[src/hw/rv32_wb_config.svh]
`ifndef RV32_WB_CONFIG_SVH
`define RV32_WB_CONFIG_SVH

// datapath width.
`define XLEN 32

// register index width.
`define REG_ADDR_W 5

// word address bits modelled by the data memory.
`define MEM_ADDR_W 8

`endif
[src/hw/mem_access_pkg.sv]
`include "rv32_wb_config.svh"

package mem_access_pkg;

    // access width, encoded as funct3.
    typedef enum logic [2:0] {
        mw_byte   = 3'b000,
        mw_half   = 3'b001,
        mw_word   = 3'b010,
        mw_byte_u = 3'b100,
        mw_half_u = 3'b101
    } mem_width_e;

    // four-phase handshake states.
    typedef enum logic [1:0] {
        hs_idle    = 2'd0,
        hs_req     = 2'd1,
        hs_release = 2'd2,
        hs_done    = 2'd3
    } hs_state_e;

    typedef struct packed {
        logic [`XLEN-3:0] addr;  // word address.
        logic             write;
        logic [3:0]       mask;
        logic [`XLEN-1:0] wdata;
    } mem_req_t;

endpackage

[src/hw/rv32i_types_pkg.sv]
`include "rv32_wb_config.svh"

package rv32i_types_pkg;

    // RV32I major opcodes.
    typedef enum logic [6:0] {
        op_lui   = 7'b0110111,
        op_auipc = 7'b0010111,
        op_jal   = 7'b1101111,
        op_jalr  = 7'b1100111,
        op_load  = 7'b0000011,
        op_store = 7'b0100011,
        op_imm   = 7'b0010011,
        op_reg   = 7'b0110011
    } opcode_e;

    // writeback source.
    typedef enum logic [2:0] {
        wb_alu  = 3'd0,
        wb_mem  = 3'd1,
        wb_pc4  = 3'd2,
        wb_uimm = 3'd3,
        wb_br   = 3'd4
    } wb_sel_e;

    typedef struct packed {
        opcode_e    opcode;
        logic [2:0] funct3;
        wb_sel_e    wb_sel;
        logic       mem_read;
        logic       mem_write;
        logic       reg_write;
    } rv32i_control_word;

    // bundle from the execute stage.
    typedef struct packed {
        rv32i_control_word      ctrl;
        logic [`REG_ADDR_W-1:0] rd;
        logic [`XLEN-1:0]       pc_plus4;
        logic [`XLEN-1:0]       alu_out;
        logic [`XLEN-1:0]       u_imm;
        logic                   br_en;
        logic [`XLEN-1:0]       store_data;
    } ex_mem_t;

    typedef struct packed {
        rv32i_control_word      ctrl;
        logic [`REG_ADDR_W-1:0] rd;
        logic [`XLEN-1:0]       result;    // non-memory result.
        logic [`XLEN-1:0]       load_data; // aligned, extended.
    } mem_wb_t;

endpackage

[src/hw/mem_wb_top.sv]
`timescale 1ns/1ps
`include "rv32_wb_config.svh"

module mem_wb_top
    import rv32i_types_pkg::*;
    import mem_access_pkg::*;
(
    input  logic                   clk,
    input  logic                   rst,
    input  logic                   ex_valid_i,
    input  ex_mem_t                ex_bundle_i,
    input  logic                   mem_ack_i,
    input  logic [`XLEN-1:0]       mem_rdata_i,
    output logic                   ex_ready_o,
    output logic                   mem_req_o,
    output mem_req_t               mem_cmd_o,
    output logic                   wb_valid_o,
    output logic                   wb_we_o,
    output logic [`REG_ADDR_W-1:0] wb_rd_o,
    output logic [`XLEN-1:0]       wb_data_o
);

    logic                   is_mem_op;
    logic                   ex_accept;
    logic                   mem_start;
    logic                   mem_busy;
    logic                   mem_done;
    logic                   wb_load;
    logic                   stage_valid;
    logic [`XLEN-1:0]       nonmem_result;
    logic [`XLEN-1:0]       load_data;
    rv32i_control_word      pend_ctrl_q;
    logic [`REG_ADDR_W-1:0] pend_rd_q;
    logic [`XLEN-1:0]       pend_result_q;
    mem_wb_t                stage_d;
    mem_wb_t                stage_q;

    assign is_mem_op  = ex_bundle_i.ctrl.mem_read | ex_bundle_i.ctrl.mem_write;
    assign ex_ready_o = ~mem_busy;
    assign ex_accept  = ex_valid_i & ex_ready_o;
    assign mem_start  = ex_accept & is_mem_op;
    assign wb_load    = (ex_accept & ~is_mem_op) | mem_done;

    // upstream moves on after accept, so keep the memory op's fields.
    always_ff @(posedge clk) begin
        if (mem_start) begin
            pend_ctrl_q   <= ex_bundle_i.ctrl;
            pend_rd_q     <= ex_bundle_i.rd;
            pend_result_q <= nonmem_result;
        end
    end

    always_comb begin
        stage_d.load_data = load_data;
        if (mem_done) begin
            stage_d.ctrl   = pend_ctrl_q;
            stage_d.rd     = pend_rd_q;
            stage_d.result = pend_result_q;
        end else begin
            stage_d.ctrl   = ex_bundle_i.ctrl;
            stage_d.rd     = ex_bundle_i.rd;
            stage_d.result = nonmem_result;
        end
    end

    load_unit i_load_unit (
        .clk         (clk),
        .rst         (rst),
        .start_i     (mem_start),
        .bundle_i    (ex_bundle_i),
        .mem_ack_i   (mem_ack_i),
        .mem_rdata_i (mem_rdata_i),
        .busy_o      (mem_busy),
        .mem_req_o   (mem_req_o),
        .mem_cmd_o   (mem_cmd_o),
        .done_o      (mem_done),
        .load_data_o (load_data)
    );

    result_select i_result_select (
        .bundle_i (ex_bundle_i),
        .result_o (nonmem_result)
    );

    mem_wb i_mem_wb (
        .clk     (clk),
        .rst     (rst),
        .load_i  (wb_load),
        .data_i  (stage_d),
        .data_o  (stage_q),
        .valid_o (stage_valid)
    );

    writeback_unit i_writeback_unit (
        .stage_i    (stage_q),
        .valid_i    (stage_valid),
        .wb_valid_o (wb_valid_o),
        .wb_we_o    (wb_we_o),
        .wb_rd_o    (wb_rd_o),
        .wb_data_o  (wb_data_o)
    );

endmodule

[src/hw/writeback_unit.sv]
`timescale 1ns/1ps
`include "rv32_wb_config.svh"

module writeback_unit
    import rv32i_types_pkg::*;
(
    input  mem_wb_t                stage_i,
    input  logic                   valid_i,
    output logic                   wb_valid_o,
    output logic                   wb_we_o,
    output logic [`REG_ADDR_W-1:0] wb_rd_o,
    output logic [`XLEN-1:0]       wb_data_o
);

    logic rd_nonzero;

    assign rd_nonzero = |stage_i.rd;

    // x0 stays zero.
    assign wb_valid_o = valid_i;
    assign wb_we_o    = valid_i & stage_i.ctrl.reg_write & rd_nonzero;
    assign wb_rd_o    = stage_i.rd;

    always_comb begin
        if (stage_i.ctrl.wb_sel == wb_mem) begin
            wb_data_o = stage_i.load_data;
        end else begin
            wb_data_o = stage_i.result;
        end
    end

endmodule

[src/hw/mem_wb.sv]
`timescale 1ns/1ps
`include "rv32_wb_config.svh"

module mem_wb
    import rv32i_types_pkg::*;
(
    input  logic    clk,
    input  logic    rst,
    input  logic    load_i,
    input  mem_wb_t data_i,
    output mem_wb_t data_o,
    output logic    valid_o
);

    mem_wb_t stage_q;
    logic    valid_q;

    always_ff @(posedge clk) begin
        if (rst) begin
            stage_q <= '0;
            valid_q <= 1'b0;
        end else begin
            valid_q <= load_i; // one pulse per captured op.
            if (load_i) begin
                stage_q <= data_i;
            end
        end
    end

    assign data_o  = stage_q;
    assign valid_o = valid_q;

endmodule

[src/hw/result_select.sv]
`timescale 1ns/1ps
`include "rv32_wb_config.svh"

module result_select
    import rv32i_types_pkg::*;
(
    input  ex_mem_t          bundle_i,
    output logic [`XLEN-1:0] result_o
);

    always_comb begin
        case (bundle_i.ctrl.wb_sel)
            wb_alu:  result_o = bundle_i.alu_out;
            wb_pc4:  result_o = bundle_i.pc_plus4;
            wb_uimm: result_o = bundle_i.u_imm;
            wb_br:   result_o = {{(`XLEN-1){1'b0}}, bundle_i.br_en}; // slt style.
            default: result_o = '0; // loads come from load_unit.
        endcase
    end

endmodule

[src/hw/load_unit.sv]
`timescale 1ns/1ps
`include "rv32_wb_config.svh"

module load_unit
    import rv32i_types_pkg::*;
    import mem_access_pkg::*;
(
    input  logic             clk,
    input  logic             rst,
    input  logic             start_i,
    input  ex_mem_t          bundle_i,
    input  logic             mem_ack_i,
    input  logic [`XLEN-1:0] mem_rdata_i,
    output logic             busy_o,
    output logic             mem_req_o,
    output mem_req_t         mem_cmd_o,
    output logic             done_o,
    output logic [`XLEN-1:0] load_data_o
);

    hs_state_e        state_q;
    mem_req_t         cmd_q;
    mem_width_e       width_q;
    logic [1:0]       offset_q;

    mem_width_e       width_d;
    logic [1:0]       offset_d;
    logic [3:0]       mask_d;
    logic [`XLEN-1:0] wdata_d;
    logic [`XLEN-1:0] lane_data;
    logic [`XLEN-1:0] ext_data;

    // store side, decoded from the incoming bundle.
    always_comb begin
        width_d  = mem_width_e'(bundle_i.ctrl.funct3);
        offset_d = (width_d == mw_word) ? 2'b00 : bundle_i.alu_out[1:0];
        case (width_d)
            mw_byte: mask_d = 4'b0001 << offset_d;
            mw_half: mask_d = 4'b0011 << offset_d;
            default: mask_d = 4'b1111;
        endcase
        wdata_d = bundle_i.store_data << {offset_d, 3'b000};
    end

    // load side, addressed lane moved down then extended.
    always_comb begin
        lane_data = mem_rdata_i >> {offset_q, 3'b000};
        case (width_q)
            mw_byte:   ext_data = {{(`XLEN-8){lane_data[7]}}, lane_data[7:0]};
            mw_half:   ext_data = {{(`XLEN-16){lane_data[15]}}, lane_data[15:0]};
            mw_byte_u: ext_data = {{(`XLEN-8){1'b0}}, lane_data[7:0]};
            mw_half_u: ext_data = {{(`XLEN-16){1'b0}}, lane_data[15:0]};
            default:   ext_data = lane_data;
        endcase
    end

    always_ff @(posedge clk) begin
        if (rst) begin
            state_q <= hs_idle;
        end else begin
            case (state_q)
                hs_idle: begin
                    if (start_i) begin
                        state_q <= hs_req;
                    end
                end
                hs_req: begin
                    if (mem_ack_i) begin
                        state_q <= hs_release;
                    end
                end
                hs_release: begin
                    if (!mem_ack_i) begin
                        state_q <= hs_done; // ack seen low.
                    end
                end
                default: state_q <= hs_idle;
            endcase
        end
    end

    always_ff @(posedge clk) begin
        if (state_q == hs_idle && start_i) begin
            cmd_q.addr  <= bundle_i.alu_out[`XLEN-1:2];
            cmd_q.write <= bundle_i.ctrl.mem_write;
            cmd_q.mask  <= bundle_i.ctrl.mem_write ? mask_d : 4'b1111;
            cmd_q.wdata <= wdata_d;
            width_q     <= width_d;
            offset_q    <= offset_d;
        end
        if (state_q == hs_req && mem_ack_i) begin
            load_data_o <= ext_data; // rdata valid with ack.
        end
    end

    assign busy_o    = (state_q != hs_idle);
    assign mem_req_o = (state_q == hs_req);
    assign done_o    = (state_q == hs_done);
    assign mem_cmd_o = cmd_q;

endmodule

[config.mk]
export PLATFORM = sky130hd
export DESIGN_NAME = mem_wb_top
export DESIGN_NICKNAME = d
export VERILOG_FILES = /design/src/hw/mem_access_pkg.sv /design/src/hw/rv32i_types_pkg.sv /design/src/hw/mem_wb_top.sv /design/src/hw/writeback_unit.sv /design/src/hw/mem_wb.sv /design/src/hw/result_select.sv /design/src/hw/load_unit.sv
export VERILOG_INCLUDE_DIRS = /design/src /design/src/hw
export SDC_FILE = /design/constraint.sdc
export NUM_CORES = 1
export LEC_CHECK = 0
export BUFFER_PORTS_ARGS = -buffer_cell sky130_fd_sc_hd__buf_2
export CAP_MARGIN = 25
export CORE_ASPECT_RATIO = 0.7
export CORE_MARGIN = 4
export CORE_UTILIZATION = 45
export CTS_BUF_LIST = sky130_fd_sc_hd__clkbuf_16
export CTS_CLUSTER_DIAMETER = 50
export DETAILED_ROUTE_END_ITERATION = 12
export MAX_ROUTING_LAYER = met4
export PLACE_DENSITY = 0.7
export SLEW_MARGIN = 20
export SYNTH_ARGS = -nofsm -noshare
export SYNTH_HDL_FRONTEND = slang
export SYNTH_SLANG_ARGS = --single-unit
[constraint.sdc]
create_clock -name clk -period 7.2 [get_ports clk]
set_input_delay 0.36 -clock clk [delete_from_list [all_inputs] [get_ports clk]]
set_output_delay 0.36 -clock clk [all_outputs]
set_load 0.01 [all_outputs]
Word level (Yosys, flattened, before mapping) --
Cells that the tools add are included.
Word-level totals: bits in registers 223, input port bits 186, output and inout bits 108, word-level logic and storage cells 67
Operators by class: eq/ne operators 15, shift-type cells 4, muxes and demuxes 10, bitwise logic cells 9, reductions and logical operators 9
Operator list (number):
- $pmux W32 S4 | 2
- $mux W43 | 1
- $mux W32 | 1
- $shl A32 B5 Y32 | 1
- $shr A32 B5 Y32 | 1
- $eq A3 B1 Y1 const B | 3
- $eq A3 B2 Y1 const B | 3
- $eq A3 B3 Y1 const B | 3
- $logic_not A3 Y1 | 3
- $mux W2 | 4
- $pmux W4 S2 | 1
- $pmux W2 S3 | 1
- $and A1 B1 Y1 | 5
- $reduce_or A5 Y1 | 1
- $eq A2 B2 Y1 const B | 2
- $ne A2 B2 Y1 const B | 2
- $shl A1 B2 Y4 const A | 1
- $shl A2 B2 Y4 const A | 1
- $reduce_and A3 Y1 | 1
- $eq A2 B1 Y1 const B | 1
- $logic_and A1 B1 Y1 | 2
- $logic_not A2 Y1 | 1
- $ne A2 B1 Y1 const B | 1
- $not A1 Y1 | 2
- other kinds (2) | 3

Depth between registers and ports, before layout --
Gate-level depths: netlist of run 1.
depth in word-level cells 6, mapped depth 7, gate-level depth less buffers 5

By module --
From an unflattened synthesis of run 1, not the netlist that was laid out.
Second synthesis, totals: cells, all modules 935, area total of the unflattened synthesis 11912.7 µm²
Modules (own cells, without submodules):
- load_unit | instances 1, cells each 380, area each 4951.0 µm², seq. area each 3163.0 µm²
- mem_wb | instances 1, cells each 277, area each 3075.4 µm², seq. area each 1721.7 µm²
- mem_wb_top | instances 1, cells each 116, area each 2507.4 µm², seq. area each 1591.5 µm²
- result_select | instances 1, cells each 118, area each 904.6 µm², seq. area each 0.0 µm²
- writeback_unit | instances 1, cells each 44, area each 474.2 µm², seq. area each 0.0 µm²

Least setup slack after synthesis of run 1 --
Ideal clock, no wire load.
kind register -> register, from register i_load_unit.state_q[0], to register i_load_unit.cmd_q (netlist bit i_load_unit.mem_cmd_o[0]) (enable), setup time 0.427 ns, arrival 2.223 ns, required time 6.773 ns, setup slack 4.550 ns, cell stages (with the launch flop) 4, path buffers 0, clock period less this slack 2.650 ns, cells stage by stage dfxtp_1 -> inv_1 -> ha_1 -> o211a_1
Between the ends: longest elaborated chain between the ends 5, elaborated cells on any way between the ends 6, classes of those cells bitwise (3); reduce/logical (3)
RTL lines:
- start: declaration | line load_unit.sv:21 | hs_state_e state_q;
- start signal: assignment | line load_unit.sv:59 | state_q <= hs_idle;
- start signal: assignment | line load_unit.sv:64 | state_q <= hs_req;
- start signal: assignment | line load_unit.sv:69 | state_q <= hs_release;
- $reduce_bool A2 Y1 | line load_unit.sv:96 | assign busy_o = (state_q != hs_idle);
- $not A1 Y1 | line mem_wb_top.sv:39 | assign ex_ready_o = ~mem_busy;
- via ex_ready_o | line mem_wb_top.sv:14 | output logic ex_ready_o,
- $and A1 B1 Y1 | line mem_wb_top.sv:40 | assign ex_accept = ex_valid_i & ex_ready_o;
- $and A1 B1 Y1 | line mem_wb_top.sv:41 | assign mem_start = ex_accept & is_mem_op;
- $logic_and A1 B1 Y1 | line load_unit.sv:83 | if (state_q == hs_idle && start_i) begin
- end: declaration | line load_unit.sv:22 | mem_req_t cmd_q;
The timed path passes the listed nets, and every way through them passes these cells. A chain may end at the register's enable or synchronous reset.

Final worst setup path of run 1 --
from register, netlist name i_mem_wb.data_o[72], to output port wb_data_o[15]
Between the ends: longest elaborated chain between the ends 2
RTL lines:
- $eq A3 B1 Y1 | line writeback_unit.sv:25 | if (stage_i.ctrl.wb_sel == wb_mem) begin
- $mux W32 | line writeback_unit.sv:25
- end: declaration | line mem_wb_top.sv:20 | output logic [`XLEN-1:0] wb_data_o
No other way between the ends.

==> results of run 1 <==
per-layer routing:
metal	vias to the layer above	share of wire, %	track usage (%)
met1	4412	47	35.84
li1	4480	-	-
met3	32	8.7	4.494
met2	385	43	33.45
met4	0	1.1	3.011
met5	-	0	-
placed cells by master (no fill, tap or decap), types with 5 or more instances in the layout:
cell       Yosys  routed
o31a_1        31      31
mux2i_1       10      10
a211oi_1      46      46
a31oi_1        8       8
and3_1         8       8
nor2b_1       19      19
nor4bb_1       9       9
o2111ai_1      8       8
buf_4         14      15
a21boi_0      16      16
buf_2         32     286
clkinv_2       0       5
a22oi_1        7       7
a311oi_1      40      40
o32a_1         8       8
nand3_1       49      49
dfxtp_1       76      76
nor3_1        31      31
o21ai_0       61      61
clkbuf_16      0      28
or2_2         10      10
inv_1          4       8
edfxtp_1     145     145
nand2_1      150     150
mux2_2        75      75
and2_1        10      10
nor2_1        54      54
a21oi_1       56      56
per-stage QoR:
stage | instances | util (%) | cell area (um^2)
after floorplan | 1072 | - | 11180
after global placement | 1583 | 52.49 | 12630
after detailed placement | 1583 | 52.49 | 12630
after CTS | 1631 | 56.06 | 13480
after global routing | 1632 | 56.10 | 13490
final | 1632 | 56.10 | 13490
power by group:
part           total, mW  internal [mW]  switching (mW)
Clock               1.30          0.749           0.556
Sequential          1.72           1.62          0.0996
Combinational      0.926          0.355           0.572
Total               3.95           2.73            1.23
cells in the mapped netlist, types with 2 or more instances:
master | count | area, um^2
nand2_1 | 150 | 563.0
edfxtp_1 | 145 | 4354
dfxtp_1 | 76 | 1521
mux2_2 | 75 | 844.6
o21ai_0 | 61 | 305.3
a21oi_1 | 56 | 280.3
nor2_1 | 54 | 202.7
clkbuf_1 | 49 | 183.9
nand3_1 | 49 | 245.2
a211oi_1 | 46 | 345.3
a311oi_1 | 40 | 350.3
buf_2 | 32 | 160.2
nor3_1 | 31 | 155.2
o31a_1 | 31 | 271.5
nor2b_1 | 19 | 118.9
a21boi_0 | 16 | 120.1
buf_4 | 14 | 105.1
and2_1 | 10 | 62.56
mux2i_1 | 10 | 100.1
or2_2 | 10 | 62.56
nor4bb_1 | 9 | 90.09
a31oi_1 | 8 | 50.05
and3_1 | 8 | 50.05
buf_1 | 8 | 30.03
o2111ai_1 | 8 | 70.07
o32a_1 | 8 | 80.08
a22oi_1 | 7 | 52.55
buf_6 | 5 | 56.30
ha_1 | 4 | 50.05
inv_1 | 4 | 15.01
nand2b_1 | 3 | 18.77
a22oi_2 | 2 | 25.02
and4b_1 | 2 | 20.02
nor2_2 | 2 | 12.51
nor3b_2 | 2 | 25.02
o211a_1 | 2 | 20.02
logic make-up (layout without fill, tap and decap cells):
logic type	Yosys count	after routing	share of synthesized area, %
fa+ha+maj	4	4	0.4476
compound gates	292	292	18.21
mux	86	86	8.649
buf+inv	113	355	4.957
flops	221	221	52.55
simple gates	356	356	15.20
state kept, by name (all words and copies together), names as in the netlist:
signal	cells
i_load_unit.load_data_o	32
i_load_unit.mem_cmd_o	67
i_load_unit.offset_q	2
i_load_unit.state_q	2
i_load_unit.width_q	3
i_mem_wb.data_o	73
i_mem_wb.valid_o	1
pend_ctrl_q	4
pend_rd_q	5
pend_result_q	32
timing repair:
item / CTS / global route
hold endpoints to repair: 0 / 1
hold buffers: 0 / 1
setup buffers: 0 / 0
area by class of cell:
| cell class | count | area, um^2 |
|---|---|---|
| clock buffers | 28 | 700.7 |
| clock inverters | 20 | 156.4 |
| fillers | 2151 | 10560 |
| inverters | 5 | 18.77 |
| multi-input cells | 738 | 4790 |
| flip-flops and latches | 221 | 5876 |
| well taps | 318 | 397.9 |
| repair buffers | 302 | 1554 |
worst max-delay path: stages (launching register included):
cell and delay, ps:
dfxtp_1 340, nor3b_4 610, buf_4 410, mux2_2 400
buf_2 140
path summary, 6_finish.rpt:
path	slack [ps]	endpoint
max	4410	wb_data_o[15]
min	20	i_load_unit.mem_cmd_o[60]
max reg2reg	4790	i_mem_wb.data_o[32]
min reg2reg	460	i_mem_wb.data_o[0]
==> reports/results.tsv, run 1 <==
metric	value	unit
Worst Hold Depth	1	
Starting Density	46.49	%
drt pass-1 iters	5	
part of the Yosys area used for sequential elements	52.55	%
P&R area growth vs syn	20.67	%
Gate Count Post-Synth	1072	
Die Area	27470	um^2
setup TNS	0	ps
Routed Antenna Nets	0	
Crit path arrival time	2430	ps
GR Overflow Total	0	
Antenna diodes	0	
Req. time, crit path	6840	ps
Core Region	24050	um^2
largest net degree at the start of global routing	79	
layout cell share with drive strength beyond 1	33.87	%
Post-synth EDFFs	145	
Total GRT Usage	23.50	%
Crit. End Element	output pin	
PnR worst setup slack	4406	ps
RSZ-0062 raised after global routing	no	
DR vias	9309	
Yosys Warn Count	0	
status	completed	
root buffer cell	clkbuf_16	
clk_skew	20.24	ps
CP Launch Point	i_mem_wb.data_o[72]	
Worst Reg2Reg Path Length in Cells	5	
Final nets	1484	
vias in the first global route	8587	
final hold vios	0	
area of the mapped netlist	11180	um^2
TritonCTS clock tree	done	
initial drt markers	995	
GP Congestion	0.8859	
worst setup path category	flip-flop to output pin	
die width	196.4	um
Max IR drop VDD	0.2308	mV
Slew headroom	33.99	%
clock sinks	221	
Worst-Skew Late Latency	520	ps
Tightest Hold Check Type	input pin to flip-flop	
Power Dens Cells	293.0	nW/um^2
Mean Syn Cell Area	10.43	um^2
Tcrit/Tclk final	38.81	%
Port Buffer Count	286	
Netlist cell types	52	
TritonCTS Buffers	26	
Leakage	5.148	nW
Fmax achieved	0.3578	GHz
asr flop ratio synth	0	%
Synth Flop Type	edfxtp_1	
#FFs+latches synth	221	
hold_sp	ex_bundle_i[90]	
DP Worst Slack	4748	ps
final setup vio count	0	
CTS Buffer Depth	3	
IO Pins	294	
Mapped Nets	1262	
initial antenna violation count	0	
HPWL Detailed	22090	um
Startpoint Class	flip-flop	
first-pass GRT wire length	50610	um
DIE HEIGHT	139.9	um
row cnt	47	
min Tclk post-route	2795	ps
vias per cell	5.704	
Clock transition at path regs	60	ps
fin. max-slew vios	0	
worst r2r src	i_load_unit.state_q[0]	
drt wl/cell	20.25	um
Hold Slack	21.75	ps
post-cts resize count	0	
CTS H-tree lvls	1	
max_cap viols	0	
maximum fanout along the worst path	20	
Slew @ Worst Pin	990.1	ps
DR DRC count	0	
Post-Route WL	33050	um
Tot Pwr	3.954	mW
Power figures use the tool's default switching activity.
==> run 2, diff against run 1 <==
==> constraint.sdc (replaced) <==
create_clock -name clk -period 2.8 [get_ports clk]
set_input_delay 0.14 -clock clk [delete_from_list [all_inputs] [get_ports clk]]
set_output_delay 0.14 -clock clk [all_outputs]
set_load 0.01 [all_outputs]
==> run 2 against run 1 <==
- combinational power grew to 2.7 times the previous value
- final area is 4.8% higher
- flip-flop and latch count unchanged
- largest cell class unchanged
- power rose to 2.7 times the previous value
- clock power grew to 2.8 times the previous value
- register-to-register slack got worse by 4200 ps
- critical path depth rose by 2
- cell count rose by 3.6%
- global-route usage grew 0.78 points
- setup slack worse by 3800 ps
- worst hold slack worse by 0.87 ps
==> reports/results.tsv, run 2 (synthesis gave the netlist of run 1 again) <==
metric	value	unit	change
TritonCTS Buffers	26		unchanged
Power Dens Cells	743.7	nW/um^2	was 293.0 nW/um^2
Port Buffer Count	286		unchanged
Worst Reg2Reg Path Length in Cells	6		was 5
die width	196.4	um	unchanged
drt wl/cell	19.95	um	was 20.25 um
Starting Density	46.49	%	unchanged
Leakage	5.438	nW	was 5.148 nW
worst path cell trace	inv_1, ha_1, and4bb_2, buf_4, nand2_1, a311oi_1		was nor3b_4, buf_4, mux2_2, buf_2
max_cap viols	0		unchanged
Hold Slack	20.88	ps	was 21.75 ps
Startpoint Class	flip-flop		unchanged
root buffer cell	clkbuf_16		unchanged
vias per cell	5.703		was 5.704
IO Pins	294		unchanged
FF-to-FF setup slack	630	ps	was 4790 ps
worst r2r src	i_load_unit.state_q[0]		unchanged
RSZ-0062 raised after global routing	no		unchanged
Crit. End Element	flip-flop		was output pin
Antenna diodes	0		unchanged
Tightest Hold Check Type	input pin to flip-flop		unchanged
post-cts resize count	0		unchanged
Slowest Stage Delay on Critical Path	620	ps	was 610 ps
final setup vio count	0		unchanged
Post-Route WL	33730	um	was 33050 um
worst-case hold path end point	pend_result_q[22]		was i_load_unit.mem_cmd_o[60]
Req. time, crit path	3220	ps	was 6840 ps
GR Overflow Total	0		unchanged
status	completed		unchanged
DP Cell Count	1598		was 1583
vias in the first global route	9195		was 8587
P&R area growth vs syn	26.47	%	was 20.67%
hold_sp	ex_bundle_i[55]		was ex_bundle_i[90]
worst reg2reg endpoint	i_mem_wb.data_o[65]		was i_mem_wb.data_o[32]
Fmax achieved	0.4602	GHz	
layout cell share with drive strength beyond 1	33.58	%	was 33.87%
Tot Pwr	10.52	mW	was 3.954 mW
fin. max-slew vios	0		unchanged
DIE HEIGHT	139.9	um	unchanged
CTS Buffer Depth	3		unchanged
GP Congestion	0.8973		was 0.8859
worst setup path category	flip-flop to flip-flop		was flip-flop to output pin
Routed Antenna Nets	0		unchanged
DR DRC count	0		unchanged
Core Region	24050	um^2	unchanged
HPWL Detailed	23190	um	was 22090 um
final core utilization	58.80	%	was 56.10%
TritonCTS clock tree	done		unchanged
first-pass GRT wire length	52380	um	was 50610 um
Die Area	27470	um^2	unchanged
Slew @ Worst Pin	956.4	ps	was 990.1 ps
DR vias	9643		was 9309
Final Non-Filler Cells	1691		was 1632
Worst-Skew Late Latency	520	ps	about the same
Post-CTS Setup Repair Bufs	0		unchanged
Crit path arrival time	2590	ps	was 2430 ps
Worst Hold Depth	3		was 1
min Tclk post-route	2173	ps	
row cnt	47		unchanged
Total GRT Usage	24.29	%	was 23.50%
initial antenna violation count	0		unchanged
Tcrit/Tclk final	77.61	%	
Slew headroom	35.96	%	was 33.99%
setup TNS	0	ps	unchanged
maximum fanout along the worst path	26		was 20
CTS H-tree lvls	1		unchanged
Post-CTS Hold Buffers	45		was 0
Final nets	1543		was 1484
clk_skew	12.33	ps	was 20.24 ps
Worst path slowest cell	and4bb_2		was nor3b_4
final hold vios	0		unchanged
drt pass-1 iters	6		was 5
Clock transition at path regs	70	ps	was 60 ps
largest net degree at the start of global routing	65		was 79
Max IR drop VDD	0.4620	mV	was 0.2308 mV
clock sinks	221		unchanged
max reg flops	73		unchanged
most frequent cells in the layout	buf_2 (286), nand2_1 (150), edfxtp_1 (145), dfxtp_1 (76), mux2_2 (75)		unchanged
most common cell after layout, fill and taps aside	buf_2		unchanged
initial drt markers	1001		was 995
## run 2: stage by stage
step / area, um^2 / setup WS, ps
floorplan: 11180 / 149.9
global placement: 12780 / 723.9
detailed placement: 12780 / 657.5
CTS: 14140 / 628.6
global route: 14140 / 411.8
finish: 14140 / 627.0
## run 2: layout make-up
class / count / area [um^2]
well taps: 318 / 397.9
repair buffers: 361 / 2145
flip-flops and latches: 221 / 5876
inverters: 5 / 18.77
clock buffers: 27 / 675.6
fillers: 2054 / 9910
multi-input cells: 738 / 4790
clock inverters: 21 / 240.2
## run 2: worst max path at each step
stage	start	end	slack, ps	depth (start not counted)
after CTS	i_load_unit.state_q[0]	i_mem_wb.data_o[74]	630	6
after floorplan	i_load_unit.state_q[0]	i_load_unit.mem_cmd_o[0]	150	3
after global placement	i_load_unit.state_q[0]	i_mem_wb.data_o[74]	720	6
after global routing	i_load_unit.state_q[0]	i_mem_wb.data_o[72]	410	6
after detailed placement	i_load_unit.state_q[0]	i_mem_wb.data_o[72]	660	6
final	i_load_unit.state_q[0]	i_mem_wb.data_o[65]	630	6
## run 2: power by group
group          internal, mW  total (mW)  switching (mW)
registers              4.17        4.44           0.277
clock network          2.16        3.59            1.44
logic                  1.00        2.48            1.48
## run 2: worst max-delay path, delay by kind of cell (launching register included)
kind            cells  cell delay, ps
compound gates      1             290
flops               1             370
fa+ha+maj           1             330
simple gates        2             690
buf+inv             2             380
## run 2: layer usage
| layer | up-vias | track usage [%] | wire length [um] |
|---|---|---|---|
| met5 | - | - | 0 |
| met4 | 0 | 5.435 | 738 |
| met3 | 58 | 4.059 | 3121 |
| met2 | 471 | 34.67 | 14470 |
| met1 | 4517 | 36.32 | 15400 |
| li1 | 4597 | - | - |
